[src/npu_pkg.sv]
// ######################################################################
// npu tile shared constants
// ######################################################################

`default_nettype none

package npu_pkg;

    // signed byte for weights, inputs and results
    localparam int DATA_W  = 8;

    // dot product and bias
    localparam int ACC_W   = 20;

    // result address, 64 buffer entries
    localparam int ADDR_W  = 6;

    // cells in the row, also the vector length
    localparam int ARRAY_N = 4;

    // requantization shift amount
    localparam int SHIFT_W = 4;

    // clipped-result counter, holds a full burst of 64
    localparam int CNT_W   = ADDR_W + 1;

    // saturation limits of a signed byte
    localparam logic signed [DATA_W-1:0] RES_MAX = {1'b0, {(DATA_W-1){1'b1}}};
    localparam logic signed [DATA_W-1:0] RES_MIN = {1'b1, {(DATA_W-1){1'b0}}};

    // activation burst tracking states
    localparam logic ST_IDLE   = 1'b0;
    localparam logic ST_ACTIVE = 1'b1;

endpackage

`default_nettype wire

[src/acc_stream_if.sv]
// ######################################################################
// result stream interface
// ######################################################################

`timescale 1ns/10ps
`default_nettype none

interface acc_stream_if;

    logic                        valid;
    logic                        last;
    logic [npu_pkg::DATA_W-1:0]  result;
    logic [npu_pkg::ADDR_W-1:0]  address;

    // no ready, the sink takes every beat
    modport src (
        output valid,
        output last,
        output result,
        output address
    );

    modport dst (
        input  valid,
        input  last,
        input  result,
        input  address
    );

endinterface

`default_nettype wire

[src/mac_pe.sv]
// ######################################################################
// systolic multiply-accumulate cell
// ######################################################################

`timescale 1ns/10ps
`default_nettype none

module mac_pe (
    input  wire logic                       clk,
    input  wire logic                       rst,
    input  wire logic                       w_load_i,
    input  wire logic [npu_pkg::DATA_W-1:0] w_i,
    input  wire logic [npu_pkg::DATA_W-1:0] x_i,
    input  wire logic [npu_pkg::ACC_W-1:0]  psum_i,
    output      logic [npu_pkg::ACC_W-1:0]  psum_o
);

    import npu_pkg::*;

    logic        [DATA_W-1:0]   w_q;
    logic signed [2*DATA_W-1:0] prod;

    // stationary weight
    always_ff @(posedge clk) begin
        if (!rst) begin
            w_q <= '0;
        end else if (w_load_i) begin
            w_q <= w_i;
        end
    end

    always_comb begin
        prod = $signed(w_q) * $signed(x_i);
    end

    // product is sign extended into the accumulator width
    always_ff @(posedge clk) begin
        if (!rst) begin
            psum_o <= '0;
        end else begin
            psum_o <= $signed(psum_i) + ACC_W'(prod);
        end
    end

endmodule

`default_nettype wire

[src/mac_row.sv]
// ######################################################################
// linear systolic row with input skew
// ######################################################################

`timescale 1ns/10ps
`default_nettype none

module mac_row (
    input  wire logic                                         clk,
    input  wire logic                                         rst,
    input  wire logic                                         w_load_i,
    input  wire logic [npu_pkg::ARRAY_N*npu_pkg::DATA_W-1:0]  w_vec_i,
    input  wire logic                                         x_valid_i,
    input  wire logic                                         x_last_i,
    input  wire logic [npu_pkg::ARRAY_N*npu_pkg::DATA_W-1:0]  x_vec_i,
    output      logic                                         dot_valid_o,
    output      logic                                         dot_last_o,
    output      logic [npu_pkg::ACC_W-1:0]                    dot_o
);

    import npu_pkg::*;

    logic [ACC_W-1:0]   psum [0:ARRAY_N];
    logic [ARRAY_N-1:0] valid_sr;
    logic [ARRAY_N-1:0] last_sr;

    assign psum[0] = '0;

    // ##################################################################
    // cells, element k reaches cell k after k cycles
    // ##################################################################
    for (genvar k = 0; k < ARRAY_N; k++) begin : g_cell
        logic [DATA_W-1:0] x_skew;

        if (k == 0) begin : g_direct
            assign x_skew = x_vec_i[0 +: DATA_W];
        end else begin : g_delay
            logic [DATA_W-1:0] skew_q [0:k-1];

            always_ff @(posedge clk) begin
                skew_q[0] <= x_vec_i[k*DATA_W +: DATA_W];
                for (int s = 1; s < k; s++) begin
                    skew_q[s] <= skew_q[s-1];
                end
            end

            assign x_skew = skew_q[k-1];
        end

        mac_pe u_pe (
            .clk      (clk),
            .rst      (rst),
            .w_load_i (w_load_i),
            .w_i      (w_vec_i[k*DATA_W +: DATA_W]),
            .x_i      (x_skew),
            .psum_i   (psum[k]),
            .psum_o   (psum[k+1])
        );
    end

    // framing follows the sum through the last cell
    always_ff @(posedge clk) begin
        if (!rst) begin
            valid_sr <= '0;
            last_sr  <= '0;
        end else begin
            valid_sr <= {valid_sr[ARRAY_N-2:0], x_valid_i};
            last_sr  <= {last_sr[ARRAY_N-2:0], x_valid_i & x_last_i};
        end
    end

    // output register
    always_ff @(posedge clk) begin
        if (!rst) begin
            dot_valid_o <= 1'b0;
            dot_last_o  <= 1'b0;
            dot_o       <= '0;
        end else begin
            dot_valid_o <= valid_sr[ARRAY_N-1];
            dot_last_o  <= last_sr[ARRAY_N-1];
            dot_o       <= psum[ARRAY_N];
        end
    end

endmodule

`default_nettype wire

[src/requant_acc.sv]
// ######################################################################
// requantization to a signed byte
// ######################################################################

`timescale 1ns/10ps
`default_nettype none

module requant_acc (
    input  wire logic                        clk,
    input  wire logic                        rst,
    input  wire logic                        in_valid_i,
    input  wire logic                        in_last_i,
    input  wire logic [npu_pkg::ACC_W-1:0]   dot_i,
    input  wire logic [npu_pkg::ACC_W-1:0]   bias_i,
    input  wire logic [npu_pkg::SHIFT_W-1:0] shift_i,
    acc_stream_if.src                        acc_s
);

    import npu_pkg::*;

    // one extra bit so the bias add cannot overflow
    logic signed [ACC_W:0]  biased;
    logic signed [ACC_W:0]  shifted;
    logic [DATA_W-1:0]      sat;
    logic [ADDR_W-1:0]      idx_q;

    always_comb begin
        biased  = $signed({dot_i[ACC_W-1], dot_i}) + $signed({bias_i[ACC_W-1], bias_i});
        shifted = biased >>> shift_i;

        if (shifted > RES_MAX) begin
            sat = RES_MAX;
        end else if (shifted < RES_MIN) begin
            sat = RES_MIN;
        end else begin
            sat = shifted[DATA_W-1:0];
        end
    end

    // ##################################################################
    // framing and burst index
    // ##################################################################
    always_ff @(posedge clk) begin
        if (!rst) begin
            acc_s.valid <= 1'b0;
            acc_s.last  <= 1'b0;
            idx_q       <= '0;
        end else begin
            acc_s.valid <= in_valid_i;
            acc_s.last  <= in_valid_i & in_last_i;

            // index restarts after the last beat
            if (in_valid_i) begin
                if (in_last_i) begin
                    idx_q <= '0;
                end else begin
                    idx_q <= idx_q + 1'b1;
                end
            end
        end
    end

    always_ff @(posedge clk) begin
        if (in_valid_i) begin
            acc_s.result  <= sat;
            acc_s.address <= idx_q;
        end
    end

endmodule

`default_nettype wire

[src/activation_relu.sv]
// ######################################################################
// relu stage with clip count
// ######################################################################

`timescale 1ns/10ps
`default_nettype none

module activation_relu (
    input  wire logic                      clk,
    input  wire logic                      rst,
    acc_stream_if.dst                      acc_s,
    acc_stream_if.src                      act_s,
    output      logic [npu_pkg::CNT_W-1:0] zeros_o
);

    import npu_pkg::*;

    logic             state_q;
    logic             state_d;
    logic             clip;
    logic [CNT_W-1:0] cnt_base;
    logic [CNT_W-1:0] cnt_q;

    always_comb begin
        clip     = acc_s.result[DATA_W-1];
        state_d  = state_q;
        cnt_base = cnt_q;

        case (state_q)
            ST_IDLE: begin
                // first beat opens a burst, count starts fresh
                cnt_base = '0;
                if (acc_s.valid && !acc_s.last) begin
                    state_d = ST_ACTIVE;
                end
            end
            ST_ACTIVE: begin
                if (acc_s.valid && acc_s.last) begin
                    state_d = ST_IDLE;
                end
            end
            default: state_d = ST_IDLE;
        endcase
    end

    always_ff @(posedge clk) begin
        if (!rst) begin
            state_q     <= ST_IDLE;
            cnt_q       <= '0;
            zeros_o     <= '0;
            act_s.valid <= 1'b0;
            act_s.last  <= 1'b0;
        end else begin
            state_q     <= state_d;
            act_s.valid <= acc_s.valid;
            act_s.last  <= acc_s.valid & acc_s.last;

            if (acc_s.valid) begin
                cnt_q <= cnt_base + CNT_W'(clip);
            end

            // publish the finished burst count one cycle after its last beat
            if (act_s.valid && act_s.last) begin
                zeros_o <= cnt_q;
            end
        end
    end

    always_ff @(posedge clk) begin
        if (acc_s.valid) begin
            act_s.result  <= clip ? '0 : acc_s.result;
            act_s.address <= acc_s.address;
        end
    end

endmodule

`default_nettype wire

[src/result_buffer.sv]
// ######################################################################
// result memory
// ######################################################################

`timescale 1ns/10ps
`default_nettype none

module result_buffer (
    input  wire logic                       clk,
    input  wire logic                       rst,
    acc_stream_if.dst                       act_s,
    input  wire logic [npu_pkg::ADDR_W-1:0] rd_addr_i,
    output      logic [npu_pkg::DATA_W-1:0] rd_data_o,
    output      logic                       done_o
);

    import npu_pkg::*;

    logic [DATA_W-1:0] mem [0:2**ADDR_W-1];

    // write port
    always_ff @(posedge clk) begin
        if (act_s.valid) begin
            mem[act_s.address] <= act_s.result;
        end
    end

    // registered read port, old data on a same-address write
    always_ff @(posedge clk) begin
        rd_data_o <= mem[rd_addr_i];
    end

    // one-cycle pulse after the last beat is stored
    always_ff @(posedge clk) begin
        if (!rst) begin
            done_o <= 1'b0;
        end else begin
            done_o <= act_s.valid & act_s.last;
        end
    end

endmodule

`default_nettype wire

[src/npu_tile.sv]
// ######################################################################
// npu tile top level
// ######################################################################

`timescale 1ns/10ps
`default_nettype none

module npu_tile (
    input  wire logic                                         clk,
    input  wire logic                                         rst,
    input  wire logic                                         w_load_i,
    input  wire logic [npu_pkg::ARRAY_N*npu_pkg::DATA_W-1:0]  w_vec_i,
    input  wire logic                                         x_valid_i,
    input  wire logic                                         x_last_i,
    input  wire logic [npu_pkg::ARRAY_N*npu_pkg::DATA_W-1:0]  x_vec_i,
    input  wire logic [npu_pkg::ACC_W-1:0]                    bias_i,
    input  wire logic [npu_pkg::SHIFT_W-1:0]                  shift_i,
    input  wire logic [npu_pkg::ADDR_W-1:0]                   rd_addr_i,
    output      logic [npu_pkg::DATA_W-1:0]                   rd_data_o,
    output      logic                                         done_o,
    output      logic [npu_pkg::CNT_W-1:0]                    zeros_o
);

    import npu_pkg::*;

    logic             dot_valid;
    logic             dot_last;
    logic [ACC_W-1:0] dot;

    acc_stream_if acc_s ();
    acc_stream_if act_s ();

    mac_row u_mac_row (
        .clk         (clk),
        .rst         (rst),
        .w_load_i    (w_load_i),
        .w_vec_i     (w_vec_i),
        .x_valid_i   (x_valid_i),
        .x_last_i    (x_last_i),
        .x_vec_i     (x_vec_i),
        .dot_valid_o (dot_valid),
        .dot_last_o  (dot_last),
        .dot_o       (dot)
    );

    requant_acc u_requant_acc (
        .clk        (clk),
        .rst        (rst),
        .in_valid_i (dot_valid),
        .in_last_i  (dot_last),
        .dot_i      (dot),
        .bias_i     (bias_i),
        .shift_i    (shift_i),
        .acc_s      (acc_s.src)
    );

    activation_relu u_activation_relu (
        .clk     (clk),
        .rst     (rst),
        .acc_s   (acc_s.dst),
        .act_s   (act_s.src),
        .zeros_o (zeros_o)
    );

    result_buffer u_result_buffer (
        .clk       (clk),
        .rst       (rst),
        .act_s     (act_s.dst),
        .rd_addr_i (rd_addr_i),
        .rd_data_o (rd_data_o),
        .done_o    (done_o)
    );

endmodule

`default_nettype wire

[config.mk]
export PLATFORM = sky130hd
export DESIGN_NAME = npu_tile
export DESIGN_NICKNAME = d
export VERILOG_FILES = /design/src/npu_pkg.sv /design/src/acc_stream_if.sv /design/src/mac_pe.sv /design/src/mac_row.sv /design/src/requant_acc.sv /design/src/activation_relu.sv /design/src/result_buffer.sv /design/src/npu_tile.sv
export SDC_FILE = /design/constraint.sdc
export NUM_CORES = 2
export LEC_CHECK = 0
export BUFFER_PORTS_ARGS = -buffer_cell sky130_fd_sc_hd__buf_2
export CORE_MARGIN = 5
export CORE_UTILIZATION = 57
export DETAILED_ROUTE_END_ITERATION = 12
export PLACE_DENSITY = 0.77
export SLEW_MARGIN = 10
export SYNTH_ARGS = -nofsm -noshare
export SYNTH_HDL_FRONTEND = slang
export SYNTH_SLANG_ARGS = --single-unit
[constraint.sdc]
create_clock -name clk -period 5.85 [get_ports clk]
set_clock_uncertainty 0.1 [all_clocks]
set_input_delay 0.2925 -clock clk [delete_from_list [all_inputs] [get_ports clk]]
set_output_delay 0.2925 -clock clk [all_outputs]
set_load 0.1 [all_outputs]
Word level (Yosys, flattened, before mapping):

Memories as Yosys holds them, arrays and structs flattened. A register that Yosys moved wholly into a read port is not among the register bits.
Index checks and enable logic that the tools add are counted.

* register bits: 192
* memory bits (writable): 560
* input port bits: 99
* output and inout port bits: 16
* word-level logic and storage cells: 61
* memories: 4

* add/subtract/negate cells: 6
* multiply operators: 4
* $lt $le $gt $ge: 2
* shift operators: 1
* muxes and demuxes: 8
* bitwise operators: 5
* reduce and logical (&&, ||, !) cells: 4

Memories
* u_result_buffer.mem: depth 64, width 8, read ports 1, clocked after Yosys merged registers in 1, wr ports 1, RTL line result_buffer.sv:19 `logic [DATA_W-1:0] mem [0:2**ADDR_W-1];`
* u_mac_row.g_cell[3].g_delay.skew_q: depth 3, width 8, read ports 3, clocked after Yosys merged registers in 0, wr ports 3, RTL line mac_row.sv:38 `logic [DATA_W-1:0] skew_q [0:k-1];`
* u_mac_row.g_cell[2].g_delay.skew_q: depth 2, width 8, read ports 2, clocked after Yosys merged registers in 0, wr ports 2, RTL line mac_row.sv:38
* u_mac_row.g_cell[1].g_delay.skew_q: depth 1, width 8, read ports 1, clocked after Yosys merged registers in 0, wr ports 1, RTL line mac_row.sv:38

Operator list (number)
* $mul A8 B8 Y16: 4
* $add A20 B16 Y20: 2
* $add A20 B20 Y21: 1
* $gt A21 B8 Y1 const B: 1
* $lt A21 B8 Y1 const B: 1
* $sshr A21 B4 Y21: 1
* $add A16 B16 Y17: 1
* $mux W8: 1
* $add A7 B1 Y7: 1
* $mux W7: 1
* $add A6 B1 Y6 const B: 1
* $mux W6: 1
* $and A1 B1 Y1: 4
* $mux W1: 4
* $logic_and A1 B1 Y1: 3
* $pmux W1 S2: 1
* $logic_not A1 Y1: 1
* $not A1 Y1: 1

Logic depth before layout (Yosys ltp):

* word-level depth: 4
* gate-level depth with buffers: 23
* gate-level depth less buffers: 23

By module:

Synthesis repeated with hierarchy kept, for this count alone.

* cell total of the unflattened synthesis: 3304
* area, all modules: 43724.4 um2

By module, submodules not included
* result_buffer: times used 1, cells each 900, area an instance 20071.8 um2
* mac_pe (u_mac_row.g_cell[0].u_pe ...): times used 3, cells each 444, area an instance 4367.9 um2
* mac_pe (u_mac_row.g_cell[3].u_pe): times used 1, cells each 446, area an instance 4389.2 um2
* requant_acc: times used 1, cells each 401, area an instance 3129.3 um2
* mac_row: times used 1, cells each 112, area an instance 1779.2 um2
* activation_relu: times used 1, cells each 113, area an instance 1251.2 um2

Worst setup path after synthesis:

OpenSTA, ideal clock, no wires.

* kind: register -> register
* from: register u_mac_row.g_cell[3].u_pe.w_q[7]
* to: register u_mac_row.g_cell[3].u_pe.psum_o[18] (netlist name)
* setup time: 0.115 ns
* data arrival time: 5.708 ns
* path slack: -0.073 ns
* cell stages (with the launch flop): 21
* buffers on the path: 1
* cell sequence: dfxtp_1 clkbuf_1 and2_1 inv_1 fa_1 inv_1 fa_1 fa_1 fa_1 fa_1 ha_1 a21oi_1 o21bai_1 a21oi_1 nor2b_1 o21a_1 o31a_1 o41ai_1 o21ai_0 xor2_1 and2_1

* cells in the longest elaborated chain, start to end: 2

Ends and longest elaborated chain
* start, declared: RTL line mac_pe.sv:20 `logic [DATA_W-1:0] w_q;`
* start signal, assigned: RTL line mac_pe.sv:28 `w_q <= w_i;`
* $mul A8 B8 Y16: RTL line mac_pe.sv:33 `prod = $signed(w_q) * $signed(x_i);`
* $add A20 B16 Y20: RTL line mac_pe.sv:41 `psum_o <= $signed(psum_i) + ACC_W'(prod);`
* end signal, assigned: RTL line mac_pe.sv:41
* end, declared: RTL line mac_pe.sv:15 `output logic [npu_pkg::ACC_W-1:0] psum_o`

No other way between the ends.
A chain may end at the register's enable or synchronous reset.

==> results.sh <==
export IMPL_worstMarginPinSlew_ns=1.15
export IMPL_setup_viol=0
export IMPL_drv_slew=0
export IMPL_num_vias=23600
export IMPL_fin_tns_setup_ns=0
export IMPL_cts_htree_levels=3
export IMPL_crit_chain="nand2_1 > fa_1 > fa_1 > inv_1 > ha_1 > inv_1 > fa_1 > inv_1 > ha_1 > ha_1 > fa_1 > a21o_1 > a21oi_1 > o21bai_1 > a21oi_1 > nor2b_1 > o21a_1 > o31a_1 > o41ai_2 > o21ai_0 > xor2_1 > and2_1"
export IMPL_portBuffers=113
export IMPL_hold_violations=0
export IMPL_slew_headroom=0.226
export IMPL_peakVddDrop_mv=0.530
export IMPL_grt_pass1_vias=25300
export IMPL_path_depth=22
export IMPL_post_synth_cell_area_avg_um2=13.2
export IMPL_ys_types=81
export IMPL_clkTransAtPathRegs_ns=0.06
export IMPL_r2r_cells=22
export IMPL_leakagePower_nw=17.7
export IMPL_syn_to_final_growth_pct=12.0
export IMPL_rsz0062_at_grt="true"
export IMPL_reg2reg_to="u_mac_row.g_cell[2].u_pe.psum_o[18]"
export IMPL_dr_pass1_iters=5
export IMPL_clock_sinks=691
export IMPL_final_cell_mix="edfxtp_1, inv_1, fa_1, and2_1, dfxtp_1"
export IMPL_grt_max_degree=84
export IMPL_dp_cells=3886
export IMPL_ant_nets=0
export IMPL_dp_hpwl_um=59800
export IMPL_antenna_found_initial=1
export IMPL_cts_root_buf="clkbuf_16"
export IMPL_worst_skew_pair_late_latency_ns=0.62
export IMPL_cap_violations=0
export IMPL_grt_ovfl_total=0
export IMPL_arrival_ns=5.98
export IMPL_ys_seq_area_frac=0.474
export IMPL_antenna_cells=0
export IMPL_track_usage=0.236
export IMPL_clockBufferDepth=3
export IMPL_worst_slack_ns=0.271
export IMPL_grt_pass1_wl_um=138000
export IMPL_crit_path_frequent_cell="fa_1"
export IMPL_endpoint="u_mac_row.g_cell[2].u_pe.psum_o[18]"
export IMPL_synth_flop_cell="edfxtp_1"
export IMPL_place_area_mm2=0.0407
export IMPL_crit_start="u_mac_row.g_cell[2].g_delay.skew_q[0][8]"
export IMPL_path_buf_inv=3
export IMPL_die_y_um=272
export IMPL_stdcell_count=4083
export IMPL_crit_type="reg2reg"
export IMPL_die_area_mm2=0.0741
export IMPL_drc_errors=0
export IMPL_syn_inst=2962
export IMPL_p_switching_w=0.00527
export IMPL_status="complete, no violations"
export IMPL_synth_edf_count=475
export IMPL_yosys_warnings=0
export IMPL_rows=96
export IMPL_p_sw_frac=0.323
export IMPL_power_density_mw_per_mm2=372
export IMPL_period_share=0.954
export IMPL_layout_commonest_cell="edfxtp_1"
export IMPL_p_int_w=0.0110
export IMPL_critPathSlowestCell="fa_1"
export IMPL_crit_family="adder cells"
export IMPL_drt_iter0_markers=1731
export IMPL_postLayoutCellArea_mm2=0.0439
export IMPL_start_kind="register"
export IMPL_ys_async_sr_fraction=0
export IMPL_synth_seq_cells=691
export IMPL_initial_utilization=0.573
export IMPL_synth_fp_nets=3546
export IMPL_core_area_mm2=0.0683
export IMPL_wirelength_um=85300
export IMPL_required_ns=6.25
export IMPL_synth_area_mm2=0.0392
export IMPL_dp_slack_ns=0.0288
export IMPL_path_max_fanout=8
export IMPL_fin_crit_ns=5.58
export IMPL_fillCellCount=4883
export IMPL_critical_path_endpoint_type="register"
export IMPL_slowest_delay_ns=0.52
export IMPL_hold_class="in2reg"
export IMPL_power_w=0.0163
export IMPL_fmax_mhz=179
export IMPL_p_clk_frac=0.292
export IMPL_drive_gt1_frac=0.140
export IMPL_share_comb_of_total_power=0.365
export IMPL_reg2reg_from="u_mac_row.g_cell[2].g_delay.skew_q[0][8]"
export IMPL_gp_congestion=0.893
export IMPL_cts_inserted_buffers=74
export IMPL_num_nets_final=3725
export IMPL_die_w_um=272
export IMPL_ff2ff_setup_slack_ns=0.27
export IMPL_cts_tree="built"
export IMPL_via_per_inst=5.78
export IMPL_wl_per_cell_um=20.9
export IMPL_pin_count=115
export IMPL_p_seq_frac=0.343
synth_stat cells (60+ instances only):
| master | n | area (um^2) |
|---|---|---|
| and2_1 | 244 | 1530 |
| nor2b_1 | 73 | 457 |
| a21oi_1 | 62 | 310 |
| nor2_1 | 148 | 556 |
| xnor2_1 | 60 | 526 |
| mux4_2 | 149 | 3360 |
| nand2_1 | 154 | 578 |
| clkbuf_1 | 76 | 285 |
| ha_1 | 181 | 2260 |
| dfxtp_1 | 216 | 4320 |
| fa_1 | 304 | 6090 |
| edfxtp_1 | 475 | 14300 |
| inv_1 | 373 | 1400 |
worst register-to-register path, cell delays in order (launching register included):
cell      delay [ns]
dfxtp_2         0.41
nand2_1         0.11
fa_1            0.50
fa_1            0.52
inv_1           0.04
ha_1            0.26
inv_1           0.05
fa_1            0.47
inv_1           0.04
ha_1            0.26
ha_1            0.23
fa_1            0.46
a21o_1          0.19
a21oi_1         0.21
o21bai_1        0.09
a21oi_1         0.19
nor2b_1         0.09
o21a_1          0.19
o31a_1          0.28
o41ai_2         0.28
o21ai_0         0.17
xor2_1          0.16
and2_1          0.15
logic make-up after synthesis:
| family | count (synthesis) | share of synthesized area |
|---|---|---|
| mux | 205 | 0.101 |
| simple gates | 750 | 0.0997 |
| buf+inv | 476 | 0.0458 |
| other cells | 1 | 0.0000957 |
| flops | 691 | 0.474 |
| xor+xnor | 80 | 0.0179 |
| fa+ha+maj | 485 | 0.213 |
| compound gates | 274 | 0.0484 |
power groups by stage:
stage,clock (W),sequential (W),combinational [W]
global route,0.00506,0.00562,0.00683
floorplan,0,0.00569,0.00463
CTS,0.00484,0.00560,0.00597
detailed placement,0,0.00571,0.00586
global placement,0,0.00571,0.00572
finish,0.00476,0.00560,0.00595
through the flow:
step,hold slack [ns],util
6_report,0.101,0.642
2_1_floorplan,0.210,-
3_5_place_dp,0.214,0.595
3_3_place_gp,0.210,0.595
4_1_cts,0.0728,0.641
5_1_grt,0.142,0.642
flip-flops by register name (all words and copies together), names as in the netlist, named ones only:
signal	cells
u_mac_row.g_cell.u_pe.w_q	32
u_requant_acc.acc_s.last	1
u_mac_row.last_sr	4
u_requant_acc.acc_s.result	8
u_mac_row.g_cell.u_pe.psum_o	73
u_activation_relu.cnt_q	7
u_mac_row.dot_o	20
u_mac_row.g_cell.g_delay.skew_q	48
u_mac_row.valid_sr	4
u_mac_row.dot_valid_o	1
u_activation_relu.act_s.result	7
u_activation_relu.zeros_o	7
u_result_buffer.mem	448
u_result_buffer.done_o	1
u_requant_acc.acc_s.valid	1
u_activation_relu.act_s.last	1
u_requant_acc.idx_q	6
u_mac_row.dot_last_o	1
u_result_buffer.rd_data_o	7
u_requant_acc.acc_s.address	6
u_activation_relu.act_s.valid	1
u_activation_relu.act_s.address	6
worst min path at each step:
| stage | endpoint | startpoint | cells past startpoint |
|---|---|---|---|
| finish | u_result_buffer.rd_data_o[4] | rd_addr_i[4] | 2 |
| global route | u_result_buffer.rd_data_o[0] | rd_addr_i[4] | 2 |
| CTS | u_result_buffer.rd_data_o[6] | rd_addr_i[4] | 2 |
| detailed placement | u_mac_row.g_cell[2].g_delay.skew_q[0][13] | u_mac_row.g_cell[2].g_delay.skew_q[0][5] | 0 |
| global placement | u_mac_row.g_cell[2].g_delay.skew_q[0][14] | u_mac_row.g_cell[2].g_delay.skew_q[0][6] | 0 |
| floorplan | u_mac_row.g_cell[2].g_delay.skew_q[0][10] | u_mac_row.g_cell[2].g_delay.skew_q[0][2] | 0 |
area by class of cell:
class | count | area, um^2 | share of cell area
clock buffers | 99 | 2040 | 0.0465
clock inverters | 37 | 467 | 0.0106
inverters | 376 | 1410 | 0.0322
multi-input cells | 1795 | 18800 | 0.429
flip-flops and latches | 691 | 18600 | 0.424
well taps | 882 | 1100 | 0.0252
repair buffers | 203 | 1410 | 0.0320
per-layer routing:
metal	track usage	vias to the layer above	wire [um]
met5	0	-	13
met4	0.0795	2	3150
met3	0.0370	190	5000
met2	0.428	852	45700
met1	0.290	12000	31500
li1	-	10600	-
what timing repair did:
action | 4_1_cts | 5_1_grt
hold endpoints to repair | 66 | 0
hold buffers | 61 | 0
resized for setup | 0 | 18
setup buffers | 0 | 0
endpoints found under the setup margin | 0 | 9
Note: power is estimated with default switching activity, not from simulation.
